## config.mk

```make
export PLATFORM = sky130hd
export DESIGN_NAME = spi_master_top
export DESIGN_NICKNAME = d
export VERILOG_FILES = /design/src/hw/spi_pkg.sv /design/src/hw/sclk_gen.sv /design/src/hw/spi_tx_shift.sv /design/src/hw/spi_rx_shift.sv /design/src/hw/spi_ctrl.sv /design/src/hw/spi_master_top.sv
export SDC_FILE = /design/constraint.sdc
export NUM_CORES = 1
export LEC_CHECK = 0
export BUFFER_PORTS_ARGS = -buffer_cell sky130_fd_sc_hd__buf_2
export CAP_MARGIN = 20
export CORE_ASPECT_RATIO = 1.4
export CORE_MARGIN = 2
export CORE_UTILIZATION = 49
export DETAILED_ROUTE_END_ITERATION = 7
export PLACE_DENSITY_LB_ADDON = 0.2
export SETUP_SLACK_MARGIN = 0.02
export SYNTH_ARGS = -nofsm -noshare
export SYNTH_HDL_FRONTEND = slang
export SYNTH_SLANG_ARGS = --single-unit
```

## constraint.sdc

```tcl
create_clock -name clk -period 1.6 [get_ports clk]
set_input_delay 0.32 -clock clk [delete_from_list [all_inputs] [get_ports clk]]
set_output_delay 0.32 -clock clk [all_outputs]
set_load 0.03 [all_outputs]
```

## src/hw/spi_pkg.sv

```systemverilog
// ==============================
// Shared types and sizes of the SPI master
// Mode 0 only, one byte per chip-select cycle
// SCLK_HALF must be 3 or more for the miso sync
// ==============================

package spi_pkg;

    // ==============================
    // Widths that carry a meaning
    // ==============================

    // One byte on the serial link
    typedef logic [7:0] byte_t;

    // Number of the addressed slave
    typedef logic [1:0] cs_sel_t;

    // Active-low selects, one line per slave
    typedef logic [3:0] cs_n_t;

    // Bits sampled so far, 0 to 8
    typedef logic [3:0] bit_cnt_t;

    // Position inside one half period of sclk
    typedef logic [7:0] div_cnt_t;

    // ==============================
    // Sizes
    // ==============================

    // clk cycles per half period of sclk
    localparam div_cnt_t SCLK_HALF = 8'd4;

    // Bits per transfer
    localparam bit_cnt_t BITS_PER_XFER = 4'd8;

    // ==============================
    // Host request
    // ==============================

    // Slave number in the upper bits, payload below
    typedef struct packed {
        cs_sel_t cs_sel;
        byte_t   tx_data;
    } spi_req_t;

endpackage

```

## src/hw/sclk_gen.sv

```systemverilog
// ==============================
// Serial clock source, single clock domain
// sclk is a plain register and idles low
// Ticks are one clk cycle wide
// ==============================

`timescale 1ns/1ps

module sclk_gen (
    input  logic clk,
    input  logic rst,
    input  logic run,
    output logic sclk,
    output logic rise_tick,
    output logic fall_tick
);

    // Position within the current half period
    spi_pkg::div_cnt_t div_cnt;

    // Last count of a half period
    logic wrap;

    assign wrap = (div_cnt == spi_pkg::div_cnt_t'(spi_pkg::SCLK_HALF - 8'd1));

    // ==============================
    // Divider and edge ticks
    // ==============================

    always_ff @(posedge clk or posedge rst) begin
        if (rst) begin
            div_cnt   <= '0;
            sclk      <= 1'b0;
            rise_tick <= 1'b0;
            fall_tick <= 1'b0;
        end else begin
            // Ticks only last one cycle
            rise_tick <= 1'b0;
            fall_tick <= 1'b0;
            if (!run) begin
                // Idle, hold sclk low and restart the half period
                div_cnt <= '0;
                sclk    <= 1'b0;
            end else if (wrap) begin
                div_cnt <= '0;
                sclk    <= ~sclk;
                // Tick matches the new sclk level
                rise_tick <= ~sclk;
                fall_tick <= sclk;
            end else begin
                div_cnt <= div_cnt + 8'd1;
            end
        end
    end

endmodule

```

## src/hw/spi_tx_shift.sv

```systemverilog
// ==============================
// MSB-first transmit shifter
// mosi is the buffer MSB, valid one cycle after load
// Empty bits fill with zero
// ==============================

`timescale 1ns/1ps

module spi_tx_shift (
    input  logic            clk,
    input  logic            rst,
    input  logic            load,
    input  spi_pkg::byte_t  tx_data,
    input  logic            shift,
    output logic            mosi
);

    // Outgoing byte, MSB on the wire
    spi_pkg::byte_t tx_buf;

    // ==============================
    // Shift buffer
    // ==============================

    always_ff @(posedge clk or posedge rst) begin
        if (rst) begin
            // Keeps mosi low out of reset
            tx_buf <= '0;
        end else if (load) begin
            // New byte wins over a stray shift
            tx_buf <= tx_data;
        end else if (shift) begin
            // Falling sclk, next lower bit moves up
            tx_buf <= {tx_buf[6:0], 1'b0};
        end
    end

    // ==============================
    // Serial output
    // ==============================

    // First bit is already out before the first rising edge
    assign mosi = tx_buf[7];

endmodule

```

## src/hw/spi_rx_shift.sv

```systemverilog
// ==============================
// Receive shifter with miso synchronizer
// Sample lags miso by two clk cycles
// rx_data is undefined until the first transfer
// ==============================

`timescale 1ns/1ps

module spi_rx_shift (
    input  logic            clk,
    input  logic            rst,
    input  logic            miso,
    input  logic            sample,
    output spi_pkg::byte_t  rx_data
);

    // Two-flop synchronizer stages
    logic miso_meta;
    logic miso_sync;

    // Byte being assembled
    spi_pkg::byte_t rx_buf;

    // ==============================
    // Synchronizer
    // ==============================

    always_ff @(posedge clk or posedge rst) begin
        if (rst) begin
            miso_meta <= 1'b0;
            miso_sync <= 1'b0;
        end else begin
            miso_meta <= miso;
            miso_sync <= miso_meta;
        end
    end

    // ==============================
    // Shift register
    // ==============================

    // New bit enters at the LSB
    // first bit of the transfer ends up in bit 7
    always_ff @(posedge clk) begin
        if (sample) begin
            rx_buf <= {rx_buf[6:0], miso_sync};
        end
    end

    // Holds its value between transfers
    assign rx_data = rx_buf;

endmodule

```

## src/hw/spi_ctrl.sv

```systemverilog
// ==============================
// Transfer FSM of the SPI master
// Four-phase req/ack, one byte per request
// req_data must stay stable while req is high
// ==============================

`timescale 1ns/1ps

module spi_ctrl (
    input  logic              clk,
    input  logic              rst,
    input  logic              req,
    input  spi_pkg::spi_req_t req_data,
    output logic              ack,
    input  logic              rise_tick,
    input  logic              fall_tick,
    output logic              run,
    output logic              load,
    output spi_pkg::cs_n_t    cs_n
);

    typedef enum logic [2:0] {
        IDLE,
        LOAD,
        XFER,
        FINISH,
        ACK
    } ctrl_state_e;

    ctrl_state_e state;

    // Rise ticks seen in this transfer
    spi_pkg::bit_cnt_t bit_cnt;

    // Decoded select of the pending request
    spi_pkg::cs_n_t cs_dec;

    // Last bit sampled, wait for the closing fall tick
    logic bits_done;

    assign bits_done = (bit_cnt == spi_pkg::BITS_PER_XFER);

    // ==============================
    // Chip-select decode
    // ==============================

    // One-hot, active low
    always_comb begin
        case (req_data.cs_sel)
            2'd0:    cs_dec = 4'b1110;
            2'd1:    cs_dec = 4'b1101;
            2'd2:    cs_dec = 4'b1011;
            default: cs_dec = 4'b0111;
        endcase
    end

    // ==============================
    // State, counter and select
    // ==============================

    always_ff @(posedge clk or posedge rst) begin
        if (rst) begin
            state   <= IDLE;
            bit_cnt <= '0;
            cs_n    <= '1;
        end else begin
            case (state)
                IDLE: begin
                    if (req) begin
                        // Select goes low for the LOAD cycle
                        state <= LOAD;
                        cs_n  <= cs_dec;
                    end
                end
                LOAD: begin
                    // Shifter takes the byte here
                    state   <= XFER;
                    bit_cnt <= '0;
                end
                XFER: begin
                    if (rise_tick) begin
                        bit_cnt <= bit_cnt + 4'd1;
                    end
                    // sclk is back low on this tick
                    if (fall_tick && bits_done) begin
                        state <= FINISH;
                        cs_n  <= '1;
                    end
                end
                FINISH: begin
                    state <= ACK;
                end
                ACK: begin
                    // Hold until the host drops req
                    if (!req) begin
                        state <= IDLE;
                    end
                end
                default: begin
                    state <= IDLE;
                end
            endcase
        end
    end

    // ==============================
    // Outputs
    // ==============================

    assign load = (state == LOAD);
    assign run  = (state == XFER);
    assign ack  = (state == ACK);

endmodule

```

## src/hw/spi_master_top.sv

```systemverilog
// ==============================
// SPI master, mode 0, four slaves
// Host side is a four-phase req/ack handshake
// miso is synchronized inside
// ==============================

`timescale 1ns/1ps

module spi_master_top (
    input  logic              clk,
    input  logic              rst,
    input  logic              req,
    input  spi_pkg::spi_req_t req_data,
    output logic              ack,
    output spi_pkg::byte_t    rx_data,
    output logic              sclk,
    output logic              mosi,
    output spi_pkg::cs_n_t    cs_n,
    input  logic              miso
);

    // Divider enable from the FSM
    logic run;
    // Edge ticks of sclk
    logic rise_tick;
    logic fall_tick;
    // Byte load into the transmit shifter
    logic load;

    sclk_gen u_sclk_gen (
        .clk       (clk),
        .rst       (rst),
        .run       (run),
        .sclk      (sclk),
        .rise_tick (rise_tick),
        .fall_tick (fall_tick)
    );

    // Transmit side advances on falling sclk
    spi_tx_shift u_tx_shift (
        .clk     (clk),
        .rst     (rst),
        .load    (load),
        .tx_data (req_data.tx_data),
        .shift   (fall_tick),
        .mosi    (mosi)
    );

    // Receive side samples on rising sclk
    spi_rx_shift u_rx_shift (
        .clk     (clk),
        .rst     (rst),
        .miso    (miso),
        .sample  (rise_tick),
        .rx_data (rx_data)
    );

    spi_ctrl u_ctrl (
        .clk       (clk),
        .rst       (rst),
        .req       (req),
        .req_data  (req_data),
        .ack       (ack),
        .rise_tick (rise_tick),
        .fall_tick (fall_tick),
        .run       (run),
        .load      (load),
        .cs_n      (cs_n)
    );

endmodule

```

Yosys cells after proc, flatten, opt, wreduce, memory -nomap -nowiden
Cells that the tools add are included.

Add/subtract/negate cells: 2. Equal/unequal tests: 13. Mux-type cells: 20. Bitwise operators: 1. Reduce and logical (&&, ||, !) cells: 9.

Operators by type and width (count): $mux W8 (4); $pmux W4 S2 (2); $pmux W3 S5 (1); $mux W4 (3); $pmux W4 S3 (1); $mux W3 (3); $add A8 B1 Y8 const B (1); $eq A8 B2 Y1 const B (1); $ne A2 B2 Y1 const B (4); $eq A3 B2 Y1 const B (2); $mux W1 (6); $reduce_and A3 Y1 (2); $reduce_bool A2 Y1 (3); $add A4 B1 Y4 const B (1); $eq A4 B4 Y1 const B (1); $eq A3 B1 Y1 const B (1); $eq A3 B3 Y1 const B (1); $logic_not A3 Y1 (1); $eq A2 B1 Y1 const B (1); $eq A2 B2 Y1 const B (1); $logic_not A2 Y1 (1); $ne A2 B1 Y1 const B (1); $reduce_and A2 Y1 (1); $logic_and A1 B1 Y1 (1); $not A1 Y1 (1).

Flip-flop bits (word level): 40. Input port bits: 14.

Longest topological paths before layout
Gate-level depths: netlist of the first run.

Depth after elaboration: 4. Depth in mapped cells: 4.

Hierarchy
A second synthesis of the first run with hierarchy kept.

Cells, all modules: 143. Area total of the unflattened synthesis: 1730.4 µm².

By module, submodules not included: spi_ctrl (instances 1, cells an instance 49, area each 571.8 µm², sequential area each 280.3 µm²); sclk_gen (instances 1, cells an instance 48, area each 491.7 µm², sequential area each 275.3 µm²); spi_tx_shift (instances 1, cells an instance 35, area each 372.9 µm², sequential area each 200.2 µm²); spi_rx_shift (instances 1, cells an instance 11, area each 294.0 µm², sequential area each 290.3 µm²).

Worst setup path before layout of the first run
No wires, ideal clock.

Path type: reg2reg. From: reg u_ctrl.state[2]. To: reg u_ctrl.cs_n[0]. Setup time: 81 ps. Arrival time: 1625 ps. Data required time: 1519 ps. Path slack: -106 ps. Stages on the path, launching flop included: 5. Path buffers: 1. Clock period less this slack: 1706 ps. Cell sequence: dfrtp_1 -> or3b_1 -> clkbuf_2 -> or4b_4 -> a32oi_1.

Longest elaborated chain between the ends: 3.

RTL lines: from (decl) (RTL line spi_ctrl.sv:30) `ctrl_state_e state;`; from (signal assigned) (RTL line spi_ctrl.sv:63) `state <= IDLE;`; from (signal assigned) (RTL line spi_ctrl.sv:71) `state <= LOAD;`; from (signal assigned) (RTL line spi_ctrl.sv:77) `state <= XFER;`; $eq A3 B2 Y1 / $logic_not A3 Y1 (equally long branches) (RTL line spi_ctrl.sv:67) `case (state)`; $ne A2 B1 Y1 (no line), or another cell as far along; $reduce_and A3 Y1 (no line); to (signal assigned) (RTL line spi_ctrl.sv:72) `cs_n <= cs_dec;`; to (decl) (RTL line spi_ctrl.sv:19) `output spi_pkg::cs_n_t cs_n`.

Several ways; a longest one is shown, not always the timed one. A chain may end at the register's enable or synchronous reset.

Final worst setup path of the first run
From: reg u_ctrl.state[0]. To: reg u_ctrl.cs_n[2].

Same word-level chain as after synthesis.

==> results of run 1 <==
-- metal layers --
layer / global-route usage / up-vias / wire (µm)
met3: 0.0549 / 5 / 119
li1: - / 599 / -
met1: 0.202 / 607 / 1360
met5: 0 / - / 0
met4: 0.0997 / 0 / 69
met2: 0.295 / 22 / 1570
-- final cells by class --
type	count	area [µm²]	share of cell area
multi-input cells	90	624	0.300
well taps	40	50.0	0.0240
flip-flops and latches	40	1050	0.502
inverters	11	41.3	0.0198
clock inverters	1	3.75	0.00180
clock buffers	7	86.3	0.0414
repair buffers	40	233	0.112
-- layout by cell type, fill, tap and decap left out, types with 6 or more instances in the layout --
master    synthesis  final
mux2i_1           7      7
clkbuf_8          0      6
buf_4             0     13
nand2_1          14     14
dfrtp_1          28     28
nor2_1           10     10
edfxtp_1          8      8
inv_1            11     11
o21ai_0          13     13
nand3_1           7      7
buf_2             0     27
-- power groups by stage --
stage	combinational, mW	clock, mW	sequential, mW
6_report	0.912	0.678	1.40
5_1_grt	1.01	0.731	1.43
4_1_cts	0.844	0.697	1.40
3_5_place_dp	0.839	0	1.42
3_3_place_gp	0.813	0	1.40
2_1_floorplan	0.431	0	1.56
-- cells in the mapped netlist --
master	count	area, µm²
or3_1	4	25.0
or3b_1	1	8.76
nor3_1	2	10.0
o211ai_1	1	7.51
edfxtp_1	8	240
clkbuf_2	1	5.00
dfstp_2	4	105
buf_1	1	3.75
a31o_2	2	17.5
nor4_1	1	6.26
clkbuf_1	2	7.51
mux2i_1	7	70.1
ha_1	4	50.1
or3b_2	1	8.76
a21oi_1	5	25.0
xnor2_1	2	17.5
a32oi_1	4	35.0
or4bb_2	1	12.5
dfrtp_1	28	701
nand3b_1	2	15.0
o31ai_1	1	7.51
nand4_1	2	12.5
or4b_4	1	13.8
nand4bb_1	1	11.3
xor2_1	1	8.76
nor3b_1	2	15.0
nand3_1	7	35.0
nand2_1	14	52.6
nor2_1	10	37.5
inv_1	11	41.3
nor4b_2	1	15.0
o21ai_0	13	65.1
-- final timing paths --
| path | slack (ns) | cells past startpoint | end |
|---|---|---|---|
| setup / recovery | -0.004 | 3 | u_ctrl.cs_n[2] |
| hold reg to reg | 0.35 | 0 | u_rx_shift.miso_sync |
| setup reg to reg | -0.004 | 3 | u_ctrl.cs_n[2] |
| min in group clk | 0.13 | 1 | u_rx_shift.miso_meta |
| max in group asynchronous | 1.18 | 3 | u_ctrl.cs_n[3] |
| hold / removal | 0.1 | 3 | u_rx_shift.miso_meta |
-- flip-flops by register name (all words and copies together) (netlist names) --
name / cells
u_ctrl.bit_cnt: 4
u_ctrl.cs_n: 4
u_ctrl.state: 3
u_rx_shift.miso_meta: 1
u_rx_shift.miso_sync: 1
u_rx_shift.rx_data: 8
u_sclk_gen.div_cnt: 8
u_sclk_gen.fall_tick: 1
u_sclk_gen.rise_tick: 1
u_sclk_gen.sclk: 1
u_tx_shift.tx_buf: 8
-- metrics by stage --
stage | cells | utilization | instance area [µm²] | setup slack [ns]
final | 229 | 0.623 | 2080 | -0.00431
after global placement | 220 | 0.581 | 1940 | 0.102
after detailed placement | 220 | 0.581 | 1940 | 0.0241
after CTS | 228 | 0.607 | 2030 | 0.0116
after global routing | 229 | 0.623 | 2080 | -0.0335
after floorplan | 145 | - | 1700 | -0.0790
-- worst min-delay path, stage by stage --
cell	delay, ns
buf_2	0.09
inv_1	0.04
buf_4	0.36
-- cells by family (layout without fill, tap and decap cells) --
family                   Yosys count  in the layout
AO/OA/AOI/OAI                     26             26
flip-flops                        40             40
buffers and inverters             15             59
multiplexers                       7              7
AND/OR/NAND/NOR                   50             50
adder cells (fa/ha/maj)            4              4
XOR/XNOR                           3              3
-- repair_timing --
action / 4_1_cts / 5_1_grt
hold endpoints to repair: 0 / 0
pin swaps: 0 / 3
resized for setup: 0 / 8
endpoints found under the setup margin: 1 / 5
setup buffers: 0 / 1
hold buffers: 0 / 0
==> results.json, run 1 <==
{
  "synth_compound_area_frac": 0.0935,
  "startpoint": "u_ctrl.state[0]",
  "yosysWarningCount": 0,
  "dieArea_um2": 3930,
  "insertion_delay_ns": 0.29,
  "drt_iter0_drc": 16,
  "overflow": 0,
  "synth-xor-area-share": 0.0156,
  "clock_skew_ns": 0.00336,
  "cts_root_buffer": "clkbuf_8",
  "grt_use_total": 0.179,
  "cellLeakagePower_nw": 0.893,
  "viasPerCell": 5.38,
  "tightest_slew_ns": 0.402,
  "die_height_um": 73.4,
  "portBuffers": 28,
  "arrival_ns": 1.82,
  "cp-end-kind": "flip-flop",
  "clk_pin_slew_ns": 0.07,
  "slew_headroom": 0.732,
  "timing.rr.start": "u_ctrl.state[0]",
  "p_per_area_nw_per_um2": 1440,
  "num-fill-cells": 284,
  "wl_per_cell_um": 13.6,
  "tns_ns": -0.00431,
  "wirelength_mm": 3.11,
  "crit_family": "simple AND/OR/NAND/NOR gates",
  "cts_tree": "built",
  "netlist_instances": 145,
  "vias": 1233,
  "grt_pass1_vias": 1135,
  "seqPwrFrac": 0.468,
  "critPathKind": "reg2reg",
  "seq_area_frac_synth": 0.620,
  "antenna_found_initial": 0,
  "syn-num-nets": 163,
  "drv_slew": 0,
  "fp.coreArea_um2": 3350,
  "start_kind": "flip-flop",
  "finalPower_mw": 2.99,
  "grt_start_max_net_pins": 33,
  "fin_crit_ns": 1.60,
  "cp_cell_sequence": "or3b_4 > or4b_4 > a32oi_2",
  "yosys_register_bits": 40,
  "synth_top_family_by_area": "simple AND/OR/NAND/NOR gates",
  "yosysUniqueCellTypes": 32,
  "hpwl_mm": 2.23,
  "fin_hold_ws_ns": 0.0986,
  "n_antenna_cell": 0,
  "rsz0062_at_grt": "yes",
  "cap_violations": 0,
  "fin_crit_sh": 1.00,
  "synthMuxAreaShare": 0.0415,
  "io_pins": 29,
  "layout-drive-gt1-share": 0.333,
  "firstDrtPassIters": 4,
  "synthesis.area_um2": 1690,
  "nets": 206,
  "p_clk_frac": 0.227,
  "p_switching_uw": 986,
  "status": "finished with violations",
  "rows": 25,
  "ant_nets": 0,
  "switching_share": 0.330,
  "cpPeakStageDelay_ns": 0.54,
  "critPathBufInv": 0,
  "finalSetupViolCount": 1,
  "synthAdderAreaFrac": 0.0297,
  "p_int_mw": 2.01,
  "drc_errors": 0,
  "syn_area_per_cell_um2": 11.6,
  "irDropWorstVdd_mv": 0.922,
  "synthSimpleGateAreaFrac": 0.165,
  "clockBufferDepth": 2,
  "final-hold-violation-count": 0,
  "path_max_fanout": 5,
  "p_comb_frac": 0.305,
  "start_util": 0.504,
  "clock-sinks": 40,
  "hold_class": "in2async",
  "fmax_ghz": 0.623,
  "cp.required_ns": 1.82,
  "h-tree-depth": 2,
  "grt_pass1_wl_mm": 4.99,
  "area_growth_pct": 23.6,
  "die_x_um": 53.6,
  "worst_path_max_delay_cell": "or4b_4",
  "cts_made_buffers": 5,
  "setup_slack_ns": -0.00431,
  "gp_congestion": 0.747,
  "failed_checks": "setup timing"
}
Note: power is estimated with default switching activity, not from simulation.
==> inputs of run 2 (changes only) <==
==> constraint.sdc (replaced) <==
create_clock -name clk -period 1.6 [get_ports clk]
set_input_delay 0.08 -clock clk [delete_from_list [all_inputs] [get_ports clk]]
set_output_delay 0.08 -clock clk [all_outputs]
set_load 0.03 [all_outputs]
==> run 2 against run 1 <==
The flow finishes with violations (hold timing, setup timing); largest cell class unchanged; final cell count increased by 4.4%; sequential power about the same; first-iteration DRC count decreased by 25%; die area unchanged; sequential share of layout area decreased by 2.1 points; utilization increased by 2.7 points; register-to-register slack about the same; routed wire length increased by 3.6%; clock power about the same; largest power group unchanged; combinational power increased by 2.4%; total power increased by 0.76%.
==> results.json, run 2 (synthesis gave the netlist of run 1 again) <==
{
  "h-tree-depth": 2,
  "arrival_ns": 1.82,
  "start_kind": "flip-flop",
  "fmax_ghz": 0.624,
  "fin_crit_ns": 1.60,
  "worst_path_max_delay_cell": "or4b_4",
  "grt_pass1_wl_mm": 5.17,
  "finalPower_mw": 3.01,
  "io_pins": 29,
  "clk_pin_slew_ns": 0.07,
  "portBuffers": 28,
  "insertion_delay_ns": 0.30,
  "nets": 216,
  "cp.required_ns": 1.82,
  "drc_errors": 0,
  "cts_root_buffer": "clkbuf_8",
  "rows": 25,
  "path_max_fanout": 5,
  "failed_checks": "hold timing, setup timing",
  "cellLeakagePower_nw": 0.933,
  "drv_slew": 0,
  "routed.top_layer": "met4",
  "firstDrtPassIters": 4,
  "final-hold-violation-count": 1,
  "cap_violations": 0,
  "clockBufferDepth": 2,
  "ff_latch_area_um2": 1050,
  "area_growth_pct": 28.9,
  "p_per_area_nw_per_um2": 1390,
  "critPathKind": "reg2reg",
  "cts_tree": "built",
  "hpwl_mm": 2.23,
  "setup_slack_ns": -0.00153,
  "fp.coreArea_um2": 3350,
  "antenna_found_initial": 0,
  "start_util": 0.504,
  "drt_iter0_drc": 12,
  "dieArea_um2": 3930,
  "cp_cell_sequence": "or3b_4 > or4b_4 > a32oi_2",
  "hold_class": "in2reg",
  "fin_hold_ws_ns": -0.000131,
  "dr_wl_met2_mm": 1.67,
  "layout-drive-gt1-share": 0.317,
  "n_antenna_cell": 0,
  "fin_crit_sh": 1.00,
  "fin_util": 0.650,
  "multiInputGateArea_um2": 619,
  "wl_per_cell_um": 13.5,
  "grt_pass1_vias": 1206,
  "rsz0062_at_grt": "yes",
  "status": "finished with violations",
  "slew_headroom": 0.735,
  "ant_nets": 0,
  "finalSetupViolCount": 1,
  "grt_start_max_net_pins": 33,
  "grt_use_total": 0.185,
  "cp-end-kind": "flip-flop",
  "tns_ns": -0.00153,
  "num-fill-cells": 277,
  "cpPeakStageDelay_ns": 0.54,
  "viasPerCell": 5.30,
  "wl_met1_mm": 1.36,
  "gp_congestion": 0.747,
  "overflow": 0,
  "die_height_um": 73.4,
  "wirelength_mm": 3.22,
  "vias": 1266,
  "wl_met3_um": 120,
  "layout_common_cells": "buf_2, dfrtp_1, nand2_1, o21ai_0, buf_4",
  "irDropWorstVdd_mv": 0.939,
  "cts_made_buffers": 5,
  "ff2ff_setup_slack_ns": -0.002,
  "tightest_slew_ns": 0.398,
  "clock_skew_ns": 0.00371,
  "die_x_um": 53.6,
  "clock-sinks": 40
}
[run 2: cell types whose count changed in the layout (fill, tap and decap cells not counted), sizes merged]
cell | previous run | this run
dlygate4sd3 | 0 | 9
buf | 40 | 41
[run 2: worst paths after layout]
path,endpoint,cells past startpoint,startpoint
min reg2reg,u_rx_shift.miso_sync,0,u_rx_shift.miso_meta
max,u_ctrl.cs_n[2],3,u_ctrl.state[0]
min,u_tx_shift.tx_buf[2],3,req_data[2]
max reg2reg,u_ctrl.cs_n[2],3,u_ctrl.state[0]
max in group asynchronous,u_ctrl.cs_n[3],4,rst
min in group asynchronous,u_tx_shift.tx_buf[5],4,rst
[run 2: layout make-up]
| class | count | share of cell area |
|---|---|---|
| timing repair buffer | 50 | 0.151 |
| multi-input combinational | 90 | 0.285 |
| clock buffer | 7 | 0.0397 |
| inverter | 11 | 0.0190 |
| clock inverter | 1 | 0.00173 |
| sequential | 40 | 0.481 |
| tap | 40 | 0.0230 |
[run 2: power by group]
part	internal [mW]	switching, mW	total, mW
Clock	0.345	0.335	0.680
Sequential	1.28	0.122	1.40
Combinational	0.402	0.532	0.934
Total	2.03	0.989	3.01
[run 2: layer usage]
| metal | up-vias | track usage |
|---|---|---|
| li1 | 618 | - |
| met1 | 618 | 0.206 |
| met2 | 23 | 0.309 |
| met3 | 7 | 0.0549 |
| met4 | 0 | 0.0997 |
| met5 | - | 0 |
[run 2: timing repair]
| action | in CTS | in global routing |
|---|---|---|
| gates resized for setup | 0 | 6 |
| endpoints found under the setup margin | 1 | 4 |
| endpoints found under the hold margin | 37 | 0 |
| pin swaps | 0 | 3 |
| buffers inserted | 0 | 2 |
| hold buffers | 9 | 0 |
[run 2: metrics by stage]
| step | area (µm²) | setup slack [ns] | instances |
|---|---|---|---|
| floorplan | 1700 | -0.0790 | 145 |
| global placement | 1940 | 0.102 | 220 |
| detailed placement | 1940 | 0.0241 | 220 |
| CTS | 2120 | 0.0116 | 237 |
| global route | 2170 | -0.0338 | 239 |
| finish | 2170 | -0.00153 | 239 |
[run 2: critical path: cells and delay by family (launching register included)]
kind               cells  cell delay [ns]
DFF                    1             0.39
AOI/OAI and AO/OA      1             0.20
and+or+nand+nor        2             0.94
==> inputs of run 3 (changes only) <==
--- a/config.mk
+++ b/config.mk
@@ -6,12 +6,14 @@
 export NUM_CORES = 1
 export LEC_CHECK = 0
 export BUFFER_PORTS_ARGS = -buffer_cell sky130_fd_sc_hd__buf_2
-export CAP_MARGIN = 20
+export CELL_PAD_IN_SITES_DETAIL_PLACEMENT = 1
+export CELL_PAD_IN_SITES_GLOBAL_PLACEMENT = 1
 export CORE_ASPECT_RATIO = 1.4
 export CORE_MARGIN = 2
-export CORE_UTILIZATION = 49
+export CORE_UTILIZATION = 39
 export DETAILED_ROUTE_END_ITERATION = 7
 export PLACE_DENSITY_LB_ADDON = 0.2
+export RECOVER_POWER = 25
 export SETUP_SLACK_MARGIN = 0.02
 export SYNTH_ARGS = -nofsm -noshare
 export SYNTH_HDL_FRONTEND = slang
==> run 3 against run 2 <==
The run ends with hold timing left; sequential share of layout area decreased by 1.5 points; clock skew increased by 0.0073 ns; via count increased by 1.1%; routed wire length increased by 10%; critical path type unchanged; highest routed layer unchanged.
==> results.json, run 3 (synthesis gave the netlist of run 1 again) <==
{
  "status": "finished with violations",
  "failed_checks": "hold timing",
  "layout_common_cells": "buf_2, dfrtp_1, nand2_1, o21ai_0",
  "drv_slew": 0,
  "slew_headroom": 0.477,
  "cts_made_buffers": 5,
  "clockBufferDepth": 2,
  "clock-sinks": 40,
  "p_clk_frac": 0.329,
  "ff2ff_path_depth": 3,
  "p_int_mw": 2.46,
  "ff2ff_setup_slack_ns": 0.01,
  "crit_end": "u_ctrl.cs_n[0]",
  "finalPower_mw": 3.50,
  "wl_met1_mm": 1.42,
  "rsz0062_at_grt": "yes",
  "cap_violations": 0,
  "antenna_found_initial": 0,
  "crit_family": "simple AND/OR/NAND/NOR gates",
  "ant_nets": 0,
  "switching_share": 0.297,
  "critPathKind": "reg2reg",
  "fp.coreArea_um2": 4200,
  "vias": 1280,
  "drc_errors": 0,
  "r2r-end": "u_ctrl.cs_n[0]",
  "multiInputGateArea_um2": 624,
  "gp_congestion": 0.722,
  "timing.rr.start": "u_ctrl.state[0]",
  "fmax_ghz": 0.630,
  "final_common_cell": "buf_2",
  "clock_skew_ns": 0.0110,
  "num-fill-cells": 467,
  "grt_start_max_net_pins": 33,
  "path_depth": 3,
  "routed.top_layer": "met4",
  "clk_pin_slew_ns": 0.09,
  "cp_cell_sequence": "or3b_4 > or4b_4 > a32oi_2",
  "fin_crit_ns": 1.59,
  "dieArea_um2": 4870,
  "rows": 28,
  "arrival_ns": 1.81,
  "fin_crit_sh": 0.992,
  "die_x_um": 59.6,
  "cp.required_ns": 1.82,
  "start_util": 0.401,
  "p_per_area_nw_per_um2": 1560,
  "cellLeakagePower_nw": 0.960,
  "cts_root_buffer": "clkbuf_8",
  "ff_latch_area_um2": 1050,
  "overflow": 0,
  "hold_class": "in2reg",
  "grt_pass1_vias": 1327,
  "h-tree-depth": 2,
  "die_height_um": 81.8,
  "io_pins": 29,
  "cpPeakStageDelay_ns": 0.54,
  "wl_per_cell_um": 14.6,
  "tightest_slew_ns": 0.784,
  "tns_ns": 0,
  "wl_met3_um": 84,
  "critPathBufInv": 0,
  "cts_tree": "built",
  "firstDrtPassIters": 3,
  "cp-end-kind": "flip-flop",
  "p_switching_mw": 1.04,
  "grt_use_total": 0.168,
  "n_antenna_cell": 0,
  "layout-drive-gt1-share": 0.328,
  "hpwl_mm": 2.45,
  "fin_hold_ws_ns": -0.00193,
  "area_growth_pct": 33.2,
  "worst_path_max_delay_cell": "or4b_4",
  "finalSetupViolCount": 0,
  "p_comb_frac": 0.269,
  "viasPerCell": 5.27,
  "start_kind": "flip-flop",
  "drt_iter0_drc": 41,
  "nets": 215,
  "startpoint": "u_ctrl.state[0]",
  "final-hold-violation-count": 1,
  "dr_wl_met2_mm": 1.97,
  "portBuffers": 28,
  "irDropWorstVdd_mv": 0.780,
  "insertion_delay_ns": 0.30,
  "wirelength_mm": 3.55,
  "seqPwrFrac": 0.402,
  "path_max_fanout": 5,
  "grt_pass1_wl_mm": 6.00
}
run 3: changes by cell type in the layout (fill, tap and decap cells not counted), sizes merged:
cell	previous run	this run
clkbuf	7	6
bufinv	0	3
clkinv	1	0
buf	41	39
run 3: worst min-delay path by stage:
stage                           start                    to  slack [ns]  cells after the start
after floorplan                  miso  u_rx_shift.miso_meta        0.11                      0
after global placement            rst  u_tx_shift.tx_buf[7]        0.19                      3
after detailed placement          rst  u_tx_shift.tx_buf[7]        0.19                      3
after CTS                 req_data[6]  u_tx_shift.tx_buf[6]       0.003                      3
after global routing      req_data[4]  u_tx_shift.tx_buf[4]        0.02                      3
final                     req_data[6]  u_tx_shift.tx_buf[6]      -0.002                      3
run 3: stage by stage:
step,worst slack (ns),cell area (µm²),instances,utilization,hold WS (ns)
after global placement,0.0234,1940,224,0.462,0.187
final,0.0135,2250,243,0.534,-0.00193
after floorplan,-0.0790,1700,145,-,0.111
after global routing,-0.0311,2250,243,0.534,0.0242
after CTS,0.0110,2220,243,0.529,0.00295
after detailed placement,-0.0429,1940,224,0.462,0.191
run 3: final cells by class:
| cell class | instances | share of cell area |
|---|---|---|
| Clock buffer | 5 | 0.0306 |
| Sequential cell | 40 | 0.466 |
| Timing Repair Buffer | 49 | 0.142 |
| Multi-Input combinational cell | 90 | 0.278 |
| Inverter | 11 | 0.0184 |
| Clock inverter | 3 | 0.0401 |
| Tap cell | 45 | 0.0251 |
run 3: tightest hold or removal path, delay by kind of cell:
kind                   cells  cell delay (ns)
buffers and inverters      1             0.07
AOI/OAI and AO/OA          1             0.07
and+or+nand+nor            1             0.03
run 3: power by group through the flow:
stage	registers [mW]	clock network [mW]	logic, mW
CTS	1.41	1.17	0.931
global placement	1.41	0	0.798
finish	1.40	1.15	0.942
floorplan	1.56	0	0.431
global route	1.43	1.21	1.05
detailed placement	1.43	0	0.833
run 3: layer usage:
layer / global-route usage / vias up
li1: - / 614
met1: 0.193 / 644
met2: 0.285 / 15
met3: 0.0425 / 7
met4: 0.0867 / 0
met5: 0 / -
run 3: repair_timing:
action	in CTS	in global routing
resized for setup	4	4
hold buffers	9	0
hold endpoints to repair	37	0
pin swaps	1	2
setup endpoints to repair	4	8
setup buffers	2	0
